File: src/verilog/tmu_pkg.sv
/*
 * TMU shared definitions
 * Pixel colour type, run-control states and the burst geometry of the
 * FML write path.
 */

`default_nettype none

package tmu_pkg;

	// RGB565 pixel: red 15..11, green 10..5, blue 4..0
	typedef logic [15:0] color_t;

	// run-control FSM states
	typedef enum logic [1:0] {
		ST_IDLE         = 2'd0,
		ST_WAIT_PROCESS = 2'd1,
		ST_FLUSH        = 2'd2,
		ST_WAIT_FLUSH   = 2'd3
	} ctl_state_t;

	localparam int BRIGHT_W = 6;        // brightness level 0..63

	// one FML burst is 32 bytes, i.e. 16 RGB565 pixels
	localparam int BURST_PIXELS = 16;
	localparam int BURST_BITS = 256;

	// the burst goes out as four 64-bit beats
	localparam int BEATS = 4;
	localparam int BEAT_BITS = 64;
	localparam int BEAT_SEL = 8;        // byte selects per beat

	localparam int PIX_IDX_W = 4;       // pixel slot inside a burst

endpackage

`default_nettype wire

File: src/verilog/tmu_burst.sv
/*
 * TMU burst assembler
 * Gathers the pixels of one 32-byte burst into a 256-bit line with a
 * per-pixel select mask and hands full or flushed lines to the writer.
 */

`timescale 1ns/1ps
`default_nettype none

module tmu_burst #(
	parameter int fml_depth = 26
) (
	input wire sys_clk,
	input wire sys_rst,

	input wire flush_i,

	input wire pipe_stb_i,
	input wire tmu_pkg::color_t pipe_color_i,
	input wire [fml_depth-2:0] pipe_dadr_i,
	output logic pipe_ack_o,

	output logic pipe_stb_o,
	output logic [fml_depth-6:0] burst_addr_o,
	output logic [tmu_pkg::BURST_PIXELS-1:0] burst_sel_o,
	output logic [tmu_pkg::BURST_BITS-1:0] burst_data_o,
	input wire pipe_ack_i,

	output logic busy_o
);

import tmu_pkg::*;

localparam int CW = $bits(color_t);

logic [BURST_BITS-1:0] line_q;
logic [BURST_PIXELS-1:0] sel_q;
logic [fml_depth-6:0] addr_q;

logic [PIX_IDX_W-1:0] slot;
logic [fml_depth-6:0] in_addr;
logic [BURST_PIXELS-1:0] slot_bit;
logic pending;
logic new_burst;
logic out_free;
logic accept;
logic handoff;

assign slot = pipe_dadr_i[PIX_IDX_W-1:0];
assign in_addr = pipe_dadr_i[fml_depth-2:PIX_IDX_W];

// slot 0 sits in the most significant bits
always_comb begin
	slot_bit = '0;
	slot_bit[BURST_PIXELS-1-slot] = 1'b1;
end

assign pending = |sel_q;
assign new_burst = pending && (in_addr != addr_q);
assign out_free = !pipe_stb_o || pipe_ack_i;

// a pixel of another burst needs room in the output register first
assign pipe_ack_o = !flush_i && (!new_burst || out_free);
assign accept = pipe_stb_i && pipe_ack_o;

assign handoff = (accept && new_burst) || (flush_i && pending && out_free);

always_ff @(posedge sys_clk) begin
	if (sys_rst) begin
		sel_q <= '0;
	end else if (accept) begin
		sel_q <= new_burst ? slot_bit : (sel_q | slot_bit);
	end else if (handoff) begin
		sel_q <= '0;    // flushed, line empty again
	end
end

always_ff @(posedge sys_clk) begin
	if (accept) begin
		line_q[BURST_BITS-1-slot*CW -: CW] <= pipe_color_i;
		addr_q <= in_addr;
	end
end

always_ff @(posedge sys_clk) begin
	if (sys_rst)
		pipe_stb_o <= 1'b0;
	else if (handoff)
		pipe_stb_o <= 1'b1;
	else if (pipe_ack_i)
		pipe_stb_o <= 1'b0;
end

// stale slots of the old line are masked off by sel
always_ff @(posedge sys_clk) begin
	if (handoff) begin
		burst_addr_o <= addr_q;
		burst_sel_o <= sel_q;
		burst_data_o <= line_q;
	end
end

assign busy_o = pending || pipe_stb_o;

a_sel_nonzero: assert property (@(posedge sys_clk) disable iff (sys_rst)
	pipe_stb_o |-> (burst_sel_o != '0))
	else $error("burst issued with an empty select mask");

// run control only flushes once the writer has room
a_flush_room: assert property (@(posedge sys_clk) disable iff (sys_rst)
	flush_i && pending |-> out_free)
	else $error("flush arrived while the output register was blocked");

endmodule

`default_nettype wire

File: src/verilog/tmu_ctl.sv
/*
 * TMU run control
 * Gates the pixel input for one run, flushes the burst assembler once the
 * last pixel has gone through and raises the completion interrupt.
 */

`timescale 1ns/1ps
`default_nettype none

module tmu_ctl (
	input wire sys_clk,
	input wire sys_rst,

	input wire start_i,
	input wire pix_stb_i,
	input wire pix_last_i,
	input wire pix_ack_i,

	input wire decay_busy_i,
	input wire burst_busy_i,
	input wire pixout_busy_i,

	output logic run_o,
	output logic flush_o,
	output logic busy_o,
	output logic irq_o
);

import tmu_pkg::*;

ctl_state_t state;
ctl_state_t next_state;

always_ff @(posedge sys_clk) begin
	if (sys_rst)
		state <= ST_IDLE;
	else
		state <= next_state;
end

// input window of the run, closes on the accepted last pixel
always_ff @(posedge sys_clk) begin
	if (sys_rst)
		run_o <= 1'b0;
	else if ((state == ST_IDLE) && start_i)
		run_o <= 1'b1;
	else if (pix_stb_i && pix_ack_i && pix_last_i)
		run_o <= 1'b0;
end

always_comb begin
	next_state = state;
	flush_o = 1'b0;
	case (state)
		ST_IDLE: begin
			if (start_i)
				next_state = ST_WAIT_PROCESS;
		end
		ST_WAIT_PROCESS: begin
			// burst may still hold pending slots here, the flush drains them
			if (!run_o && !decay_busy_i && !pixout_busy_i)
				next_state = ST_FLUSH;
		end
		ST_FLUSH: begin
			flush_o = 1'b1;
			next_state = ST_WAIT_FLUSH;
		end
		ST_WAIT_FLUSH: begin
			if (!decay_busy_i && !burst_busy_i && !pixout_busy_i)
				next_state = ST_IDLE;
		end
		default: next_state = ST_IDLE;
	endcase
end

assign busy_o = (state != ST_IDLE);

// lands on the first idle cycle, when busy_o drops
always_ff @(posedge sys_clk) begin
	if (sys_rst)
		irq_o <= 1'b0;
	else
		irq_o <= (state == ST_WAIT_FLUSH) && (next_state == ST_IDLE);
end

a_flush_pulse: assert property (@(posedge sys_clk) disable iff (sys_rst)
	flush_o |=> !flush_o)
	else $error("flush_o held longer than one cycle");

a_irq_pulse: assert property (@(posedge sys_clk) disable iff (sys_rst)
	irq_o |=> !irq_o)
	else $error("irq_o high in two consecutive cycles");

endmodule

`default_nettype wire

File: src/verilog/tmu_decay.sv
/*
 * TMU decay stage
 * Scales each colour channel by the brightness level and drops pixels
 * that match the chroma key. One register of latency.
 */

`timescale 1ns/1ps
`default_nettype none

module tmu_decay #(
	parameter int fml_depth = 26
) (
	input wire sys_clk,
	input wire sys_rst,

	input wire run_i,

	input wire [tmu_pkg::BRIGHT_W-1:0] brightness_i,
	input wire chroma_key_en_i,
	input wire tmu_pkg::color_t chroma_key_i,

	input wire pipe_stb_i,
	input wire tmu_pkg::color_t pipe_color_i,
	input wire [fml_depth-2:0] pipe_dadr_i,
	output logic pipe_ack_o,

	output logic pipe_stb_o,
	output tmu_pkg::color_t pipe_color_o,
	output logic [fml_depth-2:0] pipe_dadr_o,
	input wire pipe_ack_i,

	output logic busy_o
);

import tmu_pkg::*;

logic [BRIGHT_W:0] mult;
logic [11:0] r_prod;
logic [12:0] g_prod;
logic [11:0] b_prod;
color_t scaled;
logic keyed;
logic accept;

// brightness+1 so that level 63 is unity gain
assign mult = {1'b0, brightness_i} + 1'b1;

assign r_prod = pipe_color_i[15:11] * mult;
assign g_prod = pipe_color_i[10:5] * mult;
assign b_prod = pipe_color_i[4:0] * mult;

assign scaled = {r_prod[10:6], g_prod[11:6], b_prod[10:6]};

// key compares the colour before scaling
assign keyed = chroma_key_en_i && (pipe_color_i == chroma_key_i);

// take a pixel only while the run is open and the register can drain
assign pipe_ack_o = run_i && (!pipe_stb_o || pipe_ack_i);
assign accept = pipe_stb_i && pipe_ack_o;

always_ff @(posedge sys_clk) begin
	if (sys_rst)
		pipe_stb_o <= 1'b0;
	else if (accept)
		pipe_stb_o <= !keyed;    // keyed pixel is swallowed
	else if (pipe_ack_i)
		pipe_stb_o <= 1'b0;
end

always_ff @(posedge sys_clk) begin
	if (accept && !keyed) begin
		pipe_color_o <= scaled;
		pipe_dadr_o <= pipe_dadr_i;
	end
end

assign busy_o = pipe_stb_o;

a_out_stable: assert property (@(posedge sys_clk) disable iff (sys_rst)
	pipe_stb_o && !pipe_ack_i |=>
		pipe_stb_o && $stable(pipe_color_o) && $stable(pipe_dadr_o))
	else $error("decay output changed while waiting for ack");

endmodule

`default_nettype wire

File: src/verilog/tmu_pixout.sv
/*
 * TMU pixel output
 * FML write master. Requests one burst address and streams the line as
 * four 64-bit beats with byte selects.
 */

`timescale 1ns/1ps
`default_nettype none

module tmu_pixout #(
	parameter int fml_depth = 26
) (
	input wire sys_clk,
	input wire sys_rst,

	input wire pipe_stb_i,
	input wire [fml_depth-6:0] burst_addr_i,
	input wire [tmu_pkg::BURST_PIXELS-1:0] burst_sel_i,
	input wire [tmu_pkg::BURST_BITS-1:0] burst_data_i,
	output logic pipe_ack_o,

	output logic [fml_depth-1:0] fml_adr_o,
	output logic fml_stb_o,
	input wire fml_ack_i,
	output logic [tmu_pkg::BEAT_SEL-1:0] fml_sel_o,
	output logic [tmu_pkg::BEAT_BITS-1:0] fml_do_o,

	output logic busy_o
);

import tmu_pkg::*;

localparam int PIX_PER_BEAT = BEAT_BITS / $bits(color_t);
localparam int CNT_W = $clog2(BEATS);

logic [fml_depth-6:0] addr_q;
logic [BURST_PIXELS-1:0] sel_q;
logic [BURST_BITS-1:0] data_q;
logic beat_run;
logic [CNT_W-1:0] beat_cnt;
logic accept;

assign busy_o = fml_stb_o || beat_run;
assign pipe_ack_o = !busy_o;
assign accept = pipe_stb_i && pipe_ack_o;

always_ff @(posedge sys_clk) begin
	if (sys_rst) begin
		fml_stb_o <= 1'b0;
		beat_run <= 1'b0;
		beat_cnt <= '0;
	end else begin
		if (accept)
			fml_stb_o <= 1'b1;
		else if (fml_stb_o && fml_ack_i)
			fml_stb_o <= 1'b0;

		if (fml_stb_o && fml_ack_i) begin
			beat_run <= 1'b1;    // data starts the cycle after ack
			beat_cnt <= '0;
		end else if (beat_run) begin
			beat_cnt <= beat_cnt + 1'b1;
			if (beat_cnt == CNT_W'(BEATS - 1))
				beat_run <= 1'b0;
		end
	end
end

// line shifts up one beat at a time, MS slice goes out first
always_ff @(posedge sys_clk) begin
	if (accept) begin
		addr_q <= burst_addr_i;
		sel_q <= burst_sel_i;
		data_q <= burst_data_i;
	end else if (beat_run) begin
		sel_q <= sel_q << PIX_PER_BEAT;
		data_q <= data_q << BEAT_BITS;
	end
end

assign fml_adr_o = {addr_q, 5'd0};
assign fml_do_o = data_q[BURST_BITS-1 -: BEAT_BITS];

// two byte selects per pixel
always_comb begin
	for (int i = 0; i < PIX_PER_BEAT; i++)
		fml_sel_o[2*i +: 2] = {2{sel_q[BURST_PIXELS-PIX_PER_BEAT+i]}};
end

a_stb_hold: assert property (@(posedge sys_clk) disable iff (sys_rst)
	fml_stb_o && !fml_ack_i |=> fml_stb_o && $stable(fml_adr_o))
	else $error("fml_stb_o dropped without fml_ack_i");

endmodule

`default_nettype wire

File: src/verilog/tmu_top.sv
/*
 * TMU output path
 * Run control, decay stage, burst assembler and FML writer.
 */

`timescale 1ns/1ps
`default_nettype none

module tmu_top #(
	parameter int fml_depth = 26
) (
	input wire sys_clk,
	input wire sys_rst,

	input wire start_i,
	input wire [tmu_pkg::BRIGHT_W-1:0] brightness_i,
	input wire chroma_key_en_i,
	input wire tmu_pkg::color_t chroma_key_i,

	input wire pix_stb_i,
	input wire tmu_pkg::color_t pix_color_i,
	input wire [fml_depth-2:0] pix_dadr_i,
	input wire pix_last_i,
	output wire pix_ack_o,

	output wire busy_o,
	output wire irq_o,

	output wire [fml_depth-1:0] fml_adr_o,
	output wire fml_stb_o,
	input wire fml_ack_i,
	output wire [tmu_pkg::BEAT_SEL-1:0] fml_sel_o,
	output wire [tmu_pkg::BEAT_BITS-1:0] fml_do_o
);

import tmu_pkg::*;

wire run;
wire flush;
wire decay_busy;
wire burst_busy;
wire pixout_busy;

// decay to burst
wire decay_stb;
wire decay_ack;
color_t decay_color;
wire [fml_depth-2:0] decay_dadr;

// burst to pixout
wire burst_stb;
wire burst_ack;
wire [fml_depth-6:0] burst_addr;
wire [BURST_PIXELS-1:0] burst_sel;
wire [BURST_BITS-1:0] burst_data;

tmu_ctl ctl (
	.sys_clk(sys_clk),
	.sys_rst(sys_rst),
	.start_i(start_i),
	.pix_stb_i(pix_stb_i),
	.pix_last_i(pix_last_i),
	.pix_ack_i(pix_ack_o),
	.decay_busy_i(decay_busy),
	.burst_busy_i(burst_busy),
	.pixout_busy_i(pixout_busy),
	.run_o(run),
	.flush_o(flush),
	.busy_o(busy_o),
	.irq_o(irq_o)
);

tmu_decay #(
	.fml_depth(fml_depth)
) decay (
	.sys_clk(sys_clk),
	.sys_rst(sys_rst),
	.run_i(run),
	.brightness_i(brightness_i),
	.chroma_key_en_i(chroma_key_en_i),
	.chroma_key_i(chroma_key_i),
	.pipe_stb_i(pix_stb_i),
	.pipe_color_i(pix_color_i),
	.pipe_dadr_i(pix_dadr_i),
	.pipe_ack_o(pix_ack_o),
	.pipe_stb_o(decay_stb),
	.pipe_color_o(decay_color),
	.pipe_dadr_o(decay_dadr),
	.pipe_ack_i(decay_ack),
	.busy_o(decay_busy)
);

tmu_burst #(
	.fml_depth(fml_depth)
) burst (
	.sys_clk(sys_clk),
	.sys_rst(sys_rst),
	.flush_i(flush),
	.pipe_stb_i(decay_stb),
	.pipe_color_i(decay_color),
	.pipe_dadr_i(decay_dadr),
	.pipe_ack_o(decay_ack),
	.pipe_stb_o(burst_stb),
	.burst_addr_o(burst_addr),
	.burst_sel_o(burst_sel),
	.burst_data_o(burst_data),
	.pipe_ack_i(burst_ack),
	.busy_o(burst_busy)
);

tmu_pixout #(
	.fml_depth(fml_depth)
) pixout (
	.sys_clk(sys_clk),
	.sys_rst(sys_rst),
	.pipe_stb_i(burst_stb),
	.burst_addr_i(burst_addr),
	.burst_sel_i(burst_sel),
	.burst_data_i(burst_data),
	.pipe_ack_o(burst_ack),
	.fml_adr_o(fml_adr_o),
	.fml_stb_o(fml_stb_o),
	.fml_ack_i(fml_ack_i),
	.fml_sel_o(fml_sel_o),
	.fml_do_o(fml_do_o),
	.busy_o(pixout_busy)
);

endmodule

`default_nettype wire
File: config.mk
export PLATFORM = sky130hd
export DESIGN_NAME = tmu_top
export DESIGN_NICKNAME = d
export VERILOG_FILES = /design/src/verilog/tmu_pkg.sv /design/src/verilog/tmu_burst.sv /design/src/verilog/tmu_ctl.sv /design/src/verilog/tmu_decay.sv /design/src/verilog/tmu_pixout.sv /design/src/verilog/tmu_top.sv
export SDC_FILE = /design/constraint.sdc
export NUM_CORES = 1
export LEC_CHECK = 0
export BUFFER_PORTS_ARGS = -buffer_cell sky130_fd_sc_hd__buf_2
export CAP_MARGIN = 5
export CORE_AREA = 2 2 287 289
export CTS_CLUSTER_DIAMETER = 200
export DETAILED_ROUTE_END_ITERATION = 10
export DIE_AREA = 0 0 289 291
export GPL_TIMING_DRIVEN = 0
export SYNTH_ARGS = -nofsm -noshare
export SYNTH_HDL_FRONTEND = slang
export SYNTH_SLANG_ARGS = --single-unit
File: constraint.sdc
create_clock -name sys_clk -period 13.2 [get_ports sys_clk]
set_clock_uncertainty 0.05 [all_clocks]
set_input_delay 1.32 -clock sys_clk [delete_from_list [all_inputs] [get_ports sys_clk]]
set_output_delay 1.32 -clock sys_clk [all_outputs]
set_load 0.02 [all_outputs]
After elaboration in Yosys (flattened, before gate mapping)
Cells that the tools add are included.
{"block": "totals", "word_cells": 109, "input_bits": 70, "regBits": 930}
{"block": "classes", "reduce_logical": 44, "n_bitwise": 1, "magnitude_cmp": 2, "add_sub_neg": 5, "n_shift": 2, "muxes": 26, "multipliers": 3, "eq_ne": 7}
{"operator": "two-way mux 256 bit", "n": 2}
{"operator": "variable shift 16 x 34 -> 271 bit, first input constant", "n": 1}
{"operator": "indexed part select 16 x 34 -> 271 bit", "n": 1}
{"operator": "bitwise mux 256 bit", "n": 1}
{"operator": "two-way mux 16 bit", "n": 5}
{"operator": "negation 32 -> 34 bit", "n": 1}
{"operator": "greater-or-equal comparator 32 x 1 -> 1 bit, second input constant", "n": 1}
{"operator": "less-than comparator 32 x 5 -> 1 bit, second input constant", "n": 1}
{"operator": "multiplier 5 x 7 -> 11 bit", "n": 2}
{"operator": "inequality test 21 bit", "n": 1}
{"operator": "logical AND 1 bit", "n": 20}
{"operator": "== test 16 bit", "n": 1}
{"operator": "OR 16 bit", "n": 1}
{"operator": "OR reduction 16 bit", "n": 1}
{"operator": "two-way mux 1 bit", "n": 13}
{"operator": "multiplier 6 x 7 -> 12 bit", "n": 1}
{"operator": "nonzero test 2 bit", "n": 6}
{"operator": "subtractor 8 x 8 -> 9 bit, first input constant", "n": 1}
{"operator": "zero test 1 bit", "n": 8}
{"operator": "one-hot mux 2 bit (4 select lines)", "n": 1}
{"operator": "adder 6 x 1 -> 7 bit, second input constant", "n": 1}
{"operator": "== test 2 bit, second input constant", "n": 3}
{"operator": "logical OR 1 bit", "n": 6}
{"operator": "two-way mux 2 bit", "n": 3}
{"operator": "other kinds (7)", "n": 8}

Depth between registers and ports, before layout
Gate-level depths: netlist (run 1).
{"block": "logic_depth", "word_depth": 11, "depth_mapped": 17, "mapped_depth_nobuf": 16}

Cells and area by module
A second synthesis (run 1) with hierarchy kept.
{"block": "hier_totals", "hier_cells": 2183, "hier_area_um2": 37458.4}
{"mod": "tmu_burst", "n_inst": 1, "area_each_um2": 20158.1, "cells_per_inst": 1036}
{"mod": "tmu_pixout", "n_inst": 1, "area_each_um2": 12583.3, "cells_per_inst": 693}
{"mod": "tmu_decay", "n_inst": 1, "area_each_um2": 4526.8, "cells_per_inst": 436}
{"mod": "tmu_ctl", "n_inst": 1, "area_each_um2": 190.2, "cells_per_inst": 18}

Worst setup path before layout (run 1)
Ideal clock, no wire load.
{"block": "synth_path", "path_type": "register to register", "from": "register burst.addr_q[10]", "to": "register burst.burst_addr_o[0] (enable)", "t_arrival_ns": 9.666, "path_slack_ns": 2.696, "stages_incl_launch_ff": 4, "setup_ns": 0.788, "required_time_ns": 12.362, "cell_sequence": "edfxtp_1 -> xor2_1 -> nor4_4 -> a31oi_2"}
{"block": "synth_between", "elab_chain_cells": 8}
{"element": "start, declared", "line": "tmu_burst.sv:38", "text": "logic [fml_depth-6:0] addr_q;"}
{"element": "start signal, assigned", "line": "tmu_burst.sv:81", "text": "addr_q <= in_addr;"}
{"element": "inequality test 21 bit (*)", "line": "tmu_burst.sv:59", "text": "assign new_burst = pending && (in_addr != addr_q);"}
{"element": "logical AND 1 bit (*)", "line": "tmu_burst.sv:59"}
{"element": "zero test 1 bit", "line": "tmu_burst.sv:63", "text": "assign pipe_ack_o = !flush_i && (!new_burst || out_free);"}
{"element": "logical OR 1 bit", "line": "tmu_burst.sv:63"}
{"element": "logical AND 1 bit", "line": "tmu_burst.sv:63"}
{"element": "logical AND 1 bit", "line": "tmu_burst.sv:64", "text": "assign accept = pipe_stb_i && pipe_ack_o;"}
{"element": "logical AND 1 bit (*)", "line": "tmu_burst.sv:66", "text": "assign handoff = (accept && new_burst) || (flush_i && pending && out_free);"}
{"element": "logical OR 1 bit (*)", "line": "tmu_burst.sv:66"}
{"element": "net burst.handoff", "line": "tmu_burst.sv:47", "text": "logic handoff;"}
{"element": "end signal, assigned", "line": "tmu_burst.sv:97", "text": "burst_addr_o <= addr_q;"}
{"element": "end, declared", "line": "tmu_burst.sv:24", "text": "output logic [fml_depth-6:0] burst_addr_o,"}
Mark *: on every way through the listed nets, which the timed path passes. The rest lies on a longest branch.
A chain may end at the register's enable or synchronous reset.

Worst setup path after layout (run 1)
{"block": "layout_path", "from": "input brightness_i[0] in the netlist's numbering", "to": "register decay.pipe_color_o[4] (data pin)"}
{"block": "layout_between", "elab_chain_cells": 2}
{"element": "start, declared", "line": "tmu_top.sv:16", "text": "input wire [tmu_pkg::BRIGHT_W-1:0] brightness_i,"}
{"element": "adder 6 x 1 -> 7 bit", "line": "tmu_decay.sv:46", "text": "assign mult = {1'b0, brightness_i} + 1'b1;"}
{"element": "multiplier 5 x 7 -> 11 bit", "line": "tmu_decay.sv:50", "text": "assign b_prod = pipe_color_i[4:0] * mult;"}
{"element": "net decay.b_prod[10]", "line": "tmu_decay.sv:40", "text": "logic [11:0] b_prod;"}
{"element": "end signal, assigned", "line": "tmu_decay.sv:72", "text": "pipe_color_o <= scaled;"}
{"element": "end, declared", "line": "tmu_decay.sv:28", "text": "output tmu_pkg::color_t pipe_color_o,"}
The timed path passes the listed nets, and every way through them passes these cells.

==> impl_metrics.json, run 1 <==
{
  "rows": 105,
  "ys_seq_elements": 930,
  "die_y_um": 291,
  "syn_area_per_cell_um2": 17.4,
  "die_w_um": 289,
  "gp_congestion": 0.841,
  "hold_class": "flip-flop to flip-flop",
  "dieArea_mm2": 0.0841,
  "routedWlPerCell_um": 21.2,
  "ctsRootBufferMaster": "clkbuf_16",
  "drv_slew": 0,
  "power_density_mw_per_mm2": 144,
  "fin_util_pct": 52.9,
  "start_util_pct": 45.7,
  "path_clk_slew_ps": 60,
  "multi_input_area_mm2": 0.00827,
  "vias": 18100,
  "via_per_inst": 5.04,
  "synth-seq-area-share_pct": 74.6,
  "crit_fanout": 10,
  "cts_buffer_depth": 3,
  "yosys_warnings": 0,
  "swShare_pct": 22.1,
  "status": "completed",
  "critPathRequiredTime_ps": 13540,
  "p_int_w": 0.00483,
  "seqCellArea_mm2": 0.0277,
  "yosys.area.top_type_share_pct": 73.2,
  "setup_viol": 0,
  "area_growth_pct": 16.0,
  "drv_cap": 0,
  "pwr-share-seq_pct": 53.1,
  "port_buffers": 165,
  "final.fill_count": 6517,
  "design_area_mm2": 0.0430,
  "drt-total-wl_mm": 76.2,
  "yosysTopAreaCell": "edfxtp_1",
  "grt_pass1_wl_mm": 116,
  "synth_area_mm2": 0.0371,
  "path_cells": "buf_2, ha_1, xor2_1, clkbuf_1, and2_1, fa_1, fa_1, inv_1, fa_1, inv_1, ha_1, and4_1, a221oi_2, o21ai_0, o21a_1, nor2_1, xnor2_1",
  "critical_path.top_delay_family": "adder cells",
  "hpwlAfterDp_mm": 51.4,
  "path_class": "input pin to flip-flop",
  "p_leak_nw": 15.1,
  "post_cts_resized": 0,
  "grt_pass1_vias": 18800,
  "drtIter0Drc": 1552,
  "slew_headroom_pct": 15.4,
  "dpl_cell_area_mm2": 0.0400,
  "power_switching_w": 0.00137,
  "synth_cells": 2136,
  "cts_made_buffers": 92,
  "critPathCaptureType": "flip-flop",
  "core_mm2": 0.0812,
  "yosysUniqueCellTypes": 48,
  "crit_top_cell": "fa_1",
  "hold_depth": 0,
  "grt_overflow_total": 0,
  "ant_nets": 0,
  "num-nets-final": 2610,
  "synth-main-ff-cell": "edfxtp_1",
  "tns_ps": 0,
  "worstSetupPathDepth": 17,
  "io_pins": 172,
  "post_cts_buffers": 0,
  "antenna_found_initial": 16,
  "crit_path_start_kind": "input pin",
  "clkPwrFrac_pct": 40.9,
  "layout_setup_ws_ps": 7650,
  "period_minus_slack_ps": 5550,
  "hold_viol": 0,
  "vdd_drop_max_uv": 111,
  "path_buf_inv": 4,
  "clk_latency_ps": 650,
  "firstDrtPassIters": 5,
  "critical-path-slowest-cell": "xor2_1",
  "layout-drive-gt1-share_pct": 26.9,
  "ys_top_cells_by_area": "edfxtp_1 73%, mux2_2 6.2%, and2_1 5.1%",
  "combPwrFrac_pct": 6.0,
  "cts.htree.levels": 3,
  "rsz0062_at_grt": "no",
  "async_flop_share_pct": 0,
  "max_stage_delay_ps": 530,
  "cts_sinks": 930,
  "cp.arrival_ps": 5890,
  "dp_slack_ps": 6920,
  "grt_max_degree": 62,
  "drc": 0,
  "synth-edff-count": 904,
  "postCtsHoldBufs": 0,
  "tightest_slew_ps": 1270,
  "cts_tree": "done",
  "grt_usage_pct": 18.5,
  "worst-r2r-cell-count": 10,
  "fmax_mhz": 180,
  "period_share_pct": 42.1
}
## cells by family (layout without fill, tap and decap cells)
family                     count (synthesis)  count (layout)  synth area share, %
AOI/OAI and AO/OA                         59              59                 1.14
other                                      1               9               0.0101
DFF                                      930             930                 74.6
xor gates and xnor gates                  64              64                 1.51
buffers and inverters                    237             617                 3.41
and+or+nand+nor                          542             542                 8.84
adders and majority gates                 98              98                 4.22
muxes                                    205             205                 6.22
## final timing paths
kind	startpoint	to	slack, ps
worst min register to register	burst.line_q[7]	burst.burst_data_o[7]	350
worst max-delay path	brightness_i[0]	decay.pipe_color_o[4]	7650
worst max register to register	pixout.beat_run	pixout.data_q[214]	8940
worst min-delay path	burst.line_q[7]	burst.burst_data_o[7]	350
## power by group through the flow
stage          clock, W  sequential (W)  combinational, W
2_1_floorplan         0         0.00333          0.000244
3_3_place_gp          0         0.00336          0.000354
3_5_place_dp          0         0.00335          0.000375
4_1_cts         0.00258         0.00329          0.000377
5_1_grt         0.00270         0.00329          0.000421
6_report        0.00254         0.00329          0.000371
## worst reg2reg max path, stage by stage, from the launching register on
cell and delay [ps]:
dfxtp_1 400, nor2_1 500, buf_6 240, and2_1 140
buf_2 270, buf_4 280, buf_4 410, or2_4 670
buf_16 350, buf_16 340, buf_12 300
## cells in the final DEF, fill, tap and decap left out, types with 5 or more instances in the layout
master and n:
a21oi_1 18, clkbuf_1 78, xor2_1 10, a22o_1 16
bufinv_16 6, nand3_1 9, conb_1 5, ha_1 53
buf_2 179, nor4_2 6, edfxtp_1 904, dfxtp_1 26
nand2b_1 16, xnor2_1 54, nand4_1 12, buf_4 104
and3_1 70, o21ai_0 9, mux2_2 204, nor2_1 25
and2_1 303, clkinv_1 21, nor4_1 6, buf_12 9
nand2_1 28, buf_16 10, buf_6 11, nor2b_1 39
fa_1 45, clkbuf_16 93, clkinv_2 19, nor3_2 12
inv_1 71
## state kept, by name (all words and copies together) (netlist names), 21 cells and up
| signal | cells |
|---|---|
| decay.pipe_dadr_o | 25 |
| pixout.addr_q | 21 |
| burst.line_q | 256 |
| burst.burst_addr_o | 21 |
| pixout.data_q | 256 |
| burst.addr_q | 21 |
| burst.burst_data_o | 256 |
## synthesized netlist by cell type, types with 2 or more instances
master	count
buf_6	2
buf_2	14
nand3_1	9
inv_1	71
a211oi_1	2
fa_1	45
nor4_4	2
clkbuf_1	58
buf_4	91
a21o_1	2
dfxtp_1	26
a21oi_1	18
nor2b_1	40
nor4_1	12
or3_1	2
and3_1	70
nor2_4	2
and2_1	303
ha_1	53
a22o_1	16
xnor2_1	54
mux2_2	204
nand2b_1	16
nor3_1	16
o21ai_0	9
nand2_1	28
nand4_1	12
xor2_1	10
nor2_1	25
edfxtp_1	904
o21bai_1	2
o21a_1	2
## through the flow
step | total power, W | instances | hold slack [ps]
floorplan | 0.00358 | 2140 | 350
global placement | 0.00372 | 3375 | 350
detailed placement | 0.00373 | 3417 | 355
CTS | 0.00625 | 3589 | 350
global route | 0.00641 | 3590 | 367
finish | 0.00620 | 3594 | 355
## layer usage
metal / part of all wire, % / vias to the layer above / GRT usage (%)
met3: 5.8 / 105 / 3.02
met2: 49 / 492 / 30.4
met5: 0.035 / - / 0
met1: 43 / 9154 / 25.5
li1: - / 8348 / -
met4: 1.9 / 4 / 5.48
## layout make-up
cell class | instances | area share [%]
antenna | 4 | 0.0233
inverter | 71 | 0.620
timing repair buffer | 208 | 3.50
clock inverter | 57 | 1.17
clock buffer | 115 | 5.65
multi-input combinational | 973 | 19.2
sequential | 930 | 64.4
buffer | 166 | 2.32
tap | 1070 | 3.11
(Power assumes the default switching activity.)
==> inputs of run 2 (changes only) <==
clock period = 5.4 ns   (was 13.2 ns; I/O delays follow)
==> run 2 against run 1 <==
- die area is the same
- sequential power grew 140%
- combinational power grew 150%
- register-to-register slack lost 8200 ps
- worst setup slack lost 7000 ps
- cell count grew 0.72%
- critical endpoint is now decay.pipe_color_o[9]
==> impl_metrics.json, run 2 (synthesis results as in run 1) <==
{
  "dp_slack_ps": -45.9,
  "clkPwrFrac_pct": 41.1,
  "dieArea_mm2": 0.0841,
  "io_pins": 172,
  "power_density_mw_per_mm2": 352,
  "die_y_um": 291,
  "grt_overflow_total": 0,
  "slew_headroom_pct": 11.7,
  "critPathRequiredTime_ps": 5750,
  "final_common_cell": "edfxtp_1",
  "layout_setup_ws_ps": 674,
  "drtIter0Drc": 1523,
  "clk_latency_ps": 650,
  "rsz0062_at_grt": "no",
  "core_mm2": 0.0812,
  "cp.arrival_ps": 5070,
  "antenna_found_initial": 15,
  "largestRegisters": "burst.burst_data_o x256, burst.line_q x256, pixout.data_q x256",
  "period_minus_slack_ps": 4730,
  "drc": 0,
  "routedWlPerCell_um": 21.0,
  "combPwrFrac_pct": 6.0,
  "tns_ps": 0,
  "fmax_mhz": 212,
  "start_util_pct": 45.7,
  "path_clk_slew_ps": 70,
  "port_buffers": 165,
  "timing.hold.ws_ps": 41.2,
  "area_growth_pct": 16.8,
  "vias": 18100,
  "hold_class": "input pin to flip-flop",
  "r2r_setup_slack_ps": 760,
  "via_per_inst": 5.00,
  "vdd_drop_max_uv": 322,
  "crit_fanout": 10,
  "ctsRootBufferMaster": "clkbuf_16",
  "timing.rr.start": "pixout.beat_run",
  "path_class": "input pin to flip-flop",
  "cts_sinks": 930,
  "gp_congestion": 0.859,
  "p_leak_nw": 15.2,
  "grt_pass1_wl_mm": 114,
  "dpl_cell_area_mm2": 0.0400,
  "regToRegEndpoint": "pixout.sel_q[13]",
  "num-nets-final": 2637,
  "grt_pass1_vias": 18600,
  "layout_common_cells": "904 x edfxtp_1, 303 x and2_1, 204 x mux2_2",
  "worst-r2r-cell-count": 9,
  "swShare_pct": 21.7,
  "cp-startpoint": "brightness_i[0]",
  "setup_viol": 0,
  "drv_slew": 0,
  "cts.htree.levels": 3,
  "hold_viol": 0,
  "status": "completed",
  "firstDrtPassIters": 5,
  "grt_usage_pct": 18.4,
  "cts_tree": "done",
  "endpoint": "decay.pipe_color_o[9]",
  "p_int_w": 0.0119,
  "crit_path_start_kind": "input pin",
  "design_area_mm2": 0.0433,
  "tightest_slew_ps": 1320,
  "power_switching_w": 0.00330,
  "ant_nets": 0,
  "drv_cap": 0,
  "die_w_um": 289,
  "cts_buffer_depth": 3,
  "hpwlAfterDp_mm": 51.0,
  "period_share_pct": 87.5,
  "layout-drive-gt1-share_pct": 26.2,
  "drt-total-wl_mm": 76.2,
  "grt_max_degree": 55,
  "post_cts_resized": 0,
  "cts_made_buffers": 94,
  "critPathCaptureType": "flip-flop",
  "rows": 105,
  "pwr-share-seq_pct": 52.9
}
## run 2: timing repair
action / 4_1_cts / 5_1_grt
endpoints found under the hold margin: 24 / 0
hold buffers: 24 / 0
buffers inserted: 0 / 0
## run 2: layer usage
metal	share of wire, %	track usage [%]
met1	43	25.1
met2	49	29.8
met3	5.8	3.25
met4	2.5	6.01
met5	0	0
## run 2: stage by stage
step                total power, W  cells  util [%]
global placement           0.00908   3375      48.3
CTS                         0.0154   3614      53.3
detailed placement         0.00911   3417      49.3
finish                      0.0152   3620      53.3
floorplan                  0.00874   2140         -
global route                0.0157   3618      53.3
## run 2: power by group through the flow
stage | Clock (W) | Combinational, W | Sequential (W)
6_report | 0.00626 | 0.000917 | 0.00804
5_1_grt | 0.00666 | 0.00104 | 0.00805
4_1_cts | 0.00638 | 0.000933 | 0.00805
3_5_place_dp | 0 | 0.000914 | 0.00820
3_3_place_gp | 0 | 0.000862 | 0.00821
2_1_floorplan | 0 | 0.000598 | 0.00814
## run 2: how the worst min path moves through the flow
stage | start | endpoint | depth (start not counted)
floorplan | burst.line_q[0] | burst.burst_data_o[0] | 0
global placement | burst.line_q[153] | burst.burst_data_o[153] | 0
detailed placement | burst.line_q[125] | burst.burst_data_o[125] | 0
CTS | pix_dadr_i[10] | decay.pipe_dadr_o[10] | 1
global route | pix_dadr_i[10] | decay.pipe_dadr_o[10] | 1
finish | pix_dadr_i[10] | decay.pipe_dadr_o[10] | 1
## run 2: area by class of cell
class | instances | area [µm²]
clock buffers | 124 | 2510
inverters | 71 | 267
well taps | 1070 | 1340
fillers | 6617 | 37900
clock inverters | 49 | 463
repair buffers | 233 | 1770
multi-input cells | 973 | 8260
flip-flops and latches | 930 | 27700
diodes | 4 | 10.0
plain buffers | 166 | 997
## run 2: critical path, cell delays in order
cell      delay (ps)
buf_2            130
ha_1             240
xor2_1           510
clkbuf_1         380
nand2_1          120
fa_1             490
fa_1             540
fa_1             540
inv_1             40
ha_1             290
nand2_1           60
o31ai_1          500
a211oi_1         180
o21bai_1         240
a21oi_1          120
xnor2_1          140
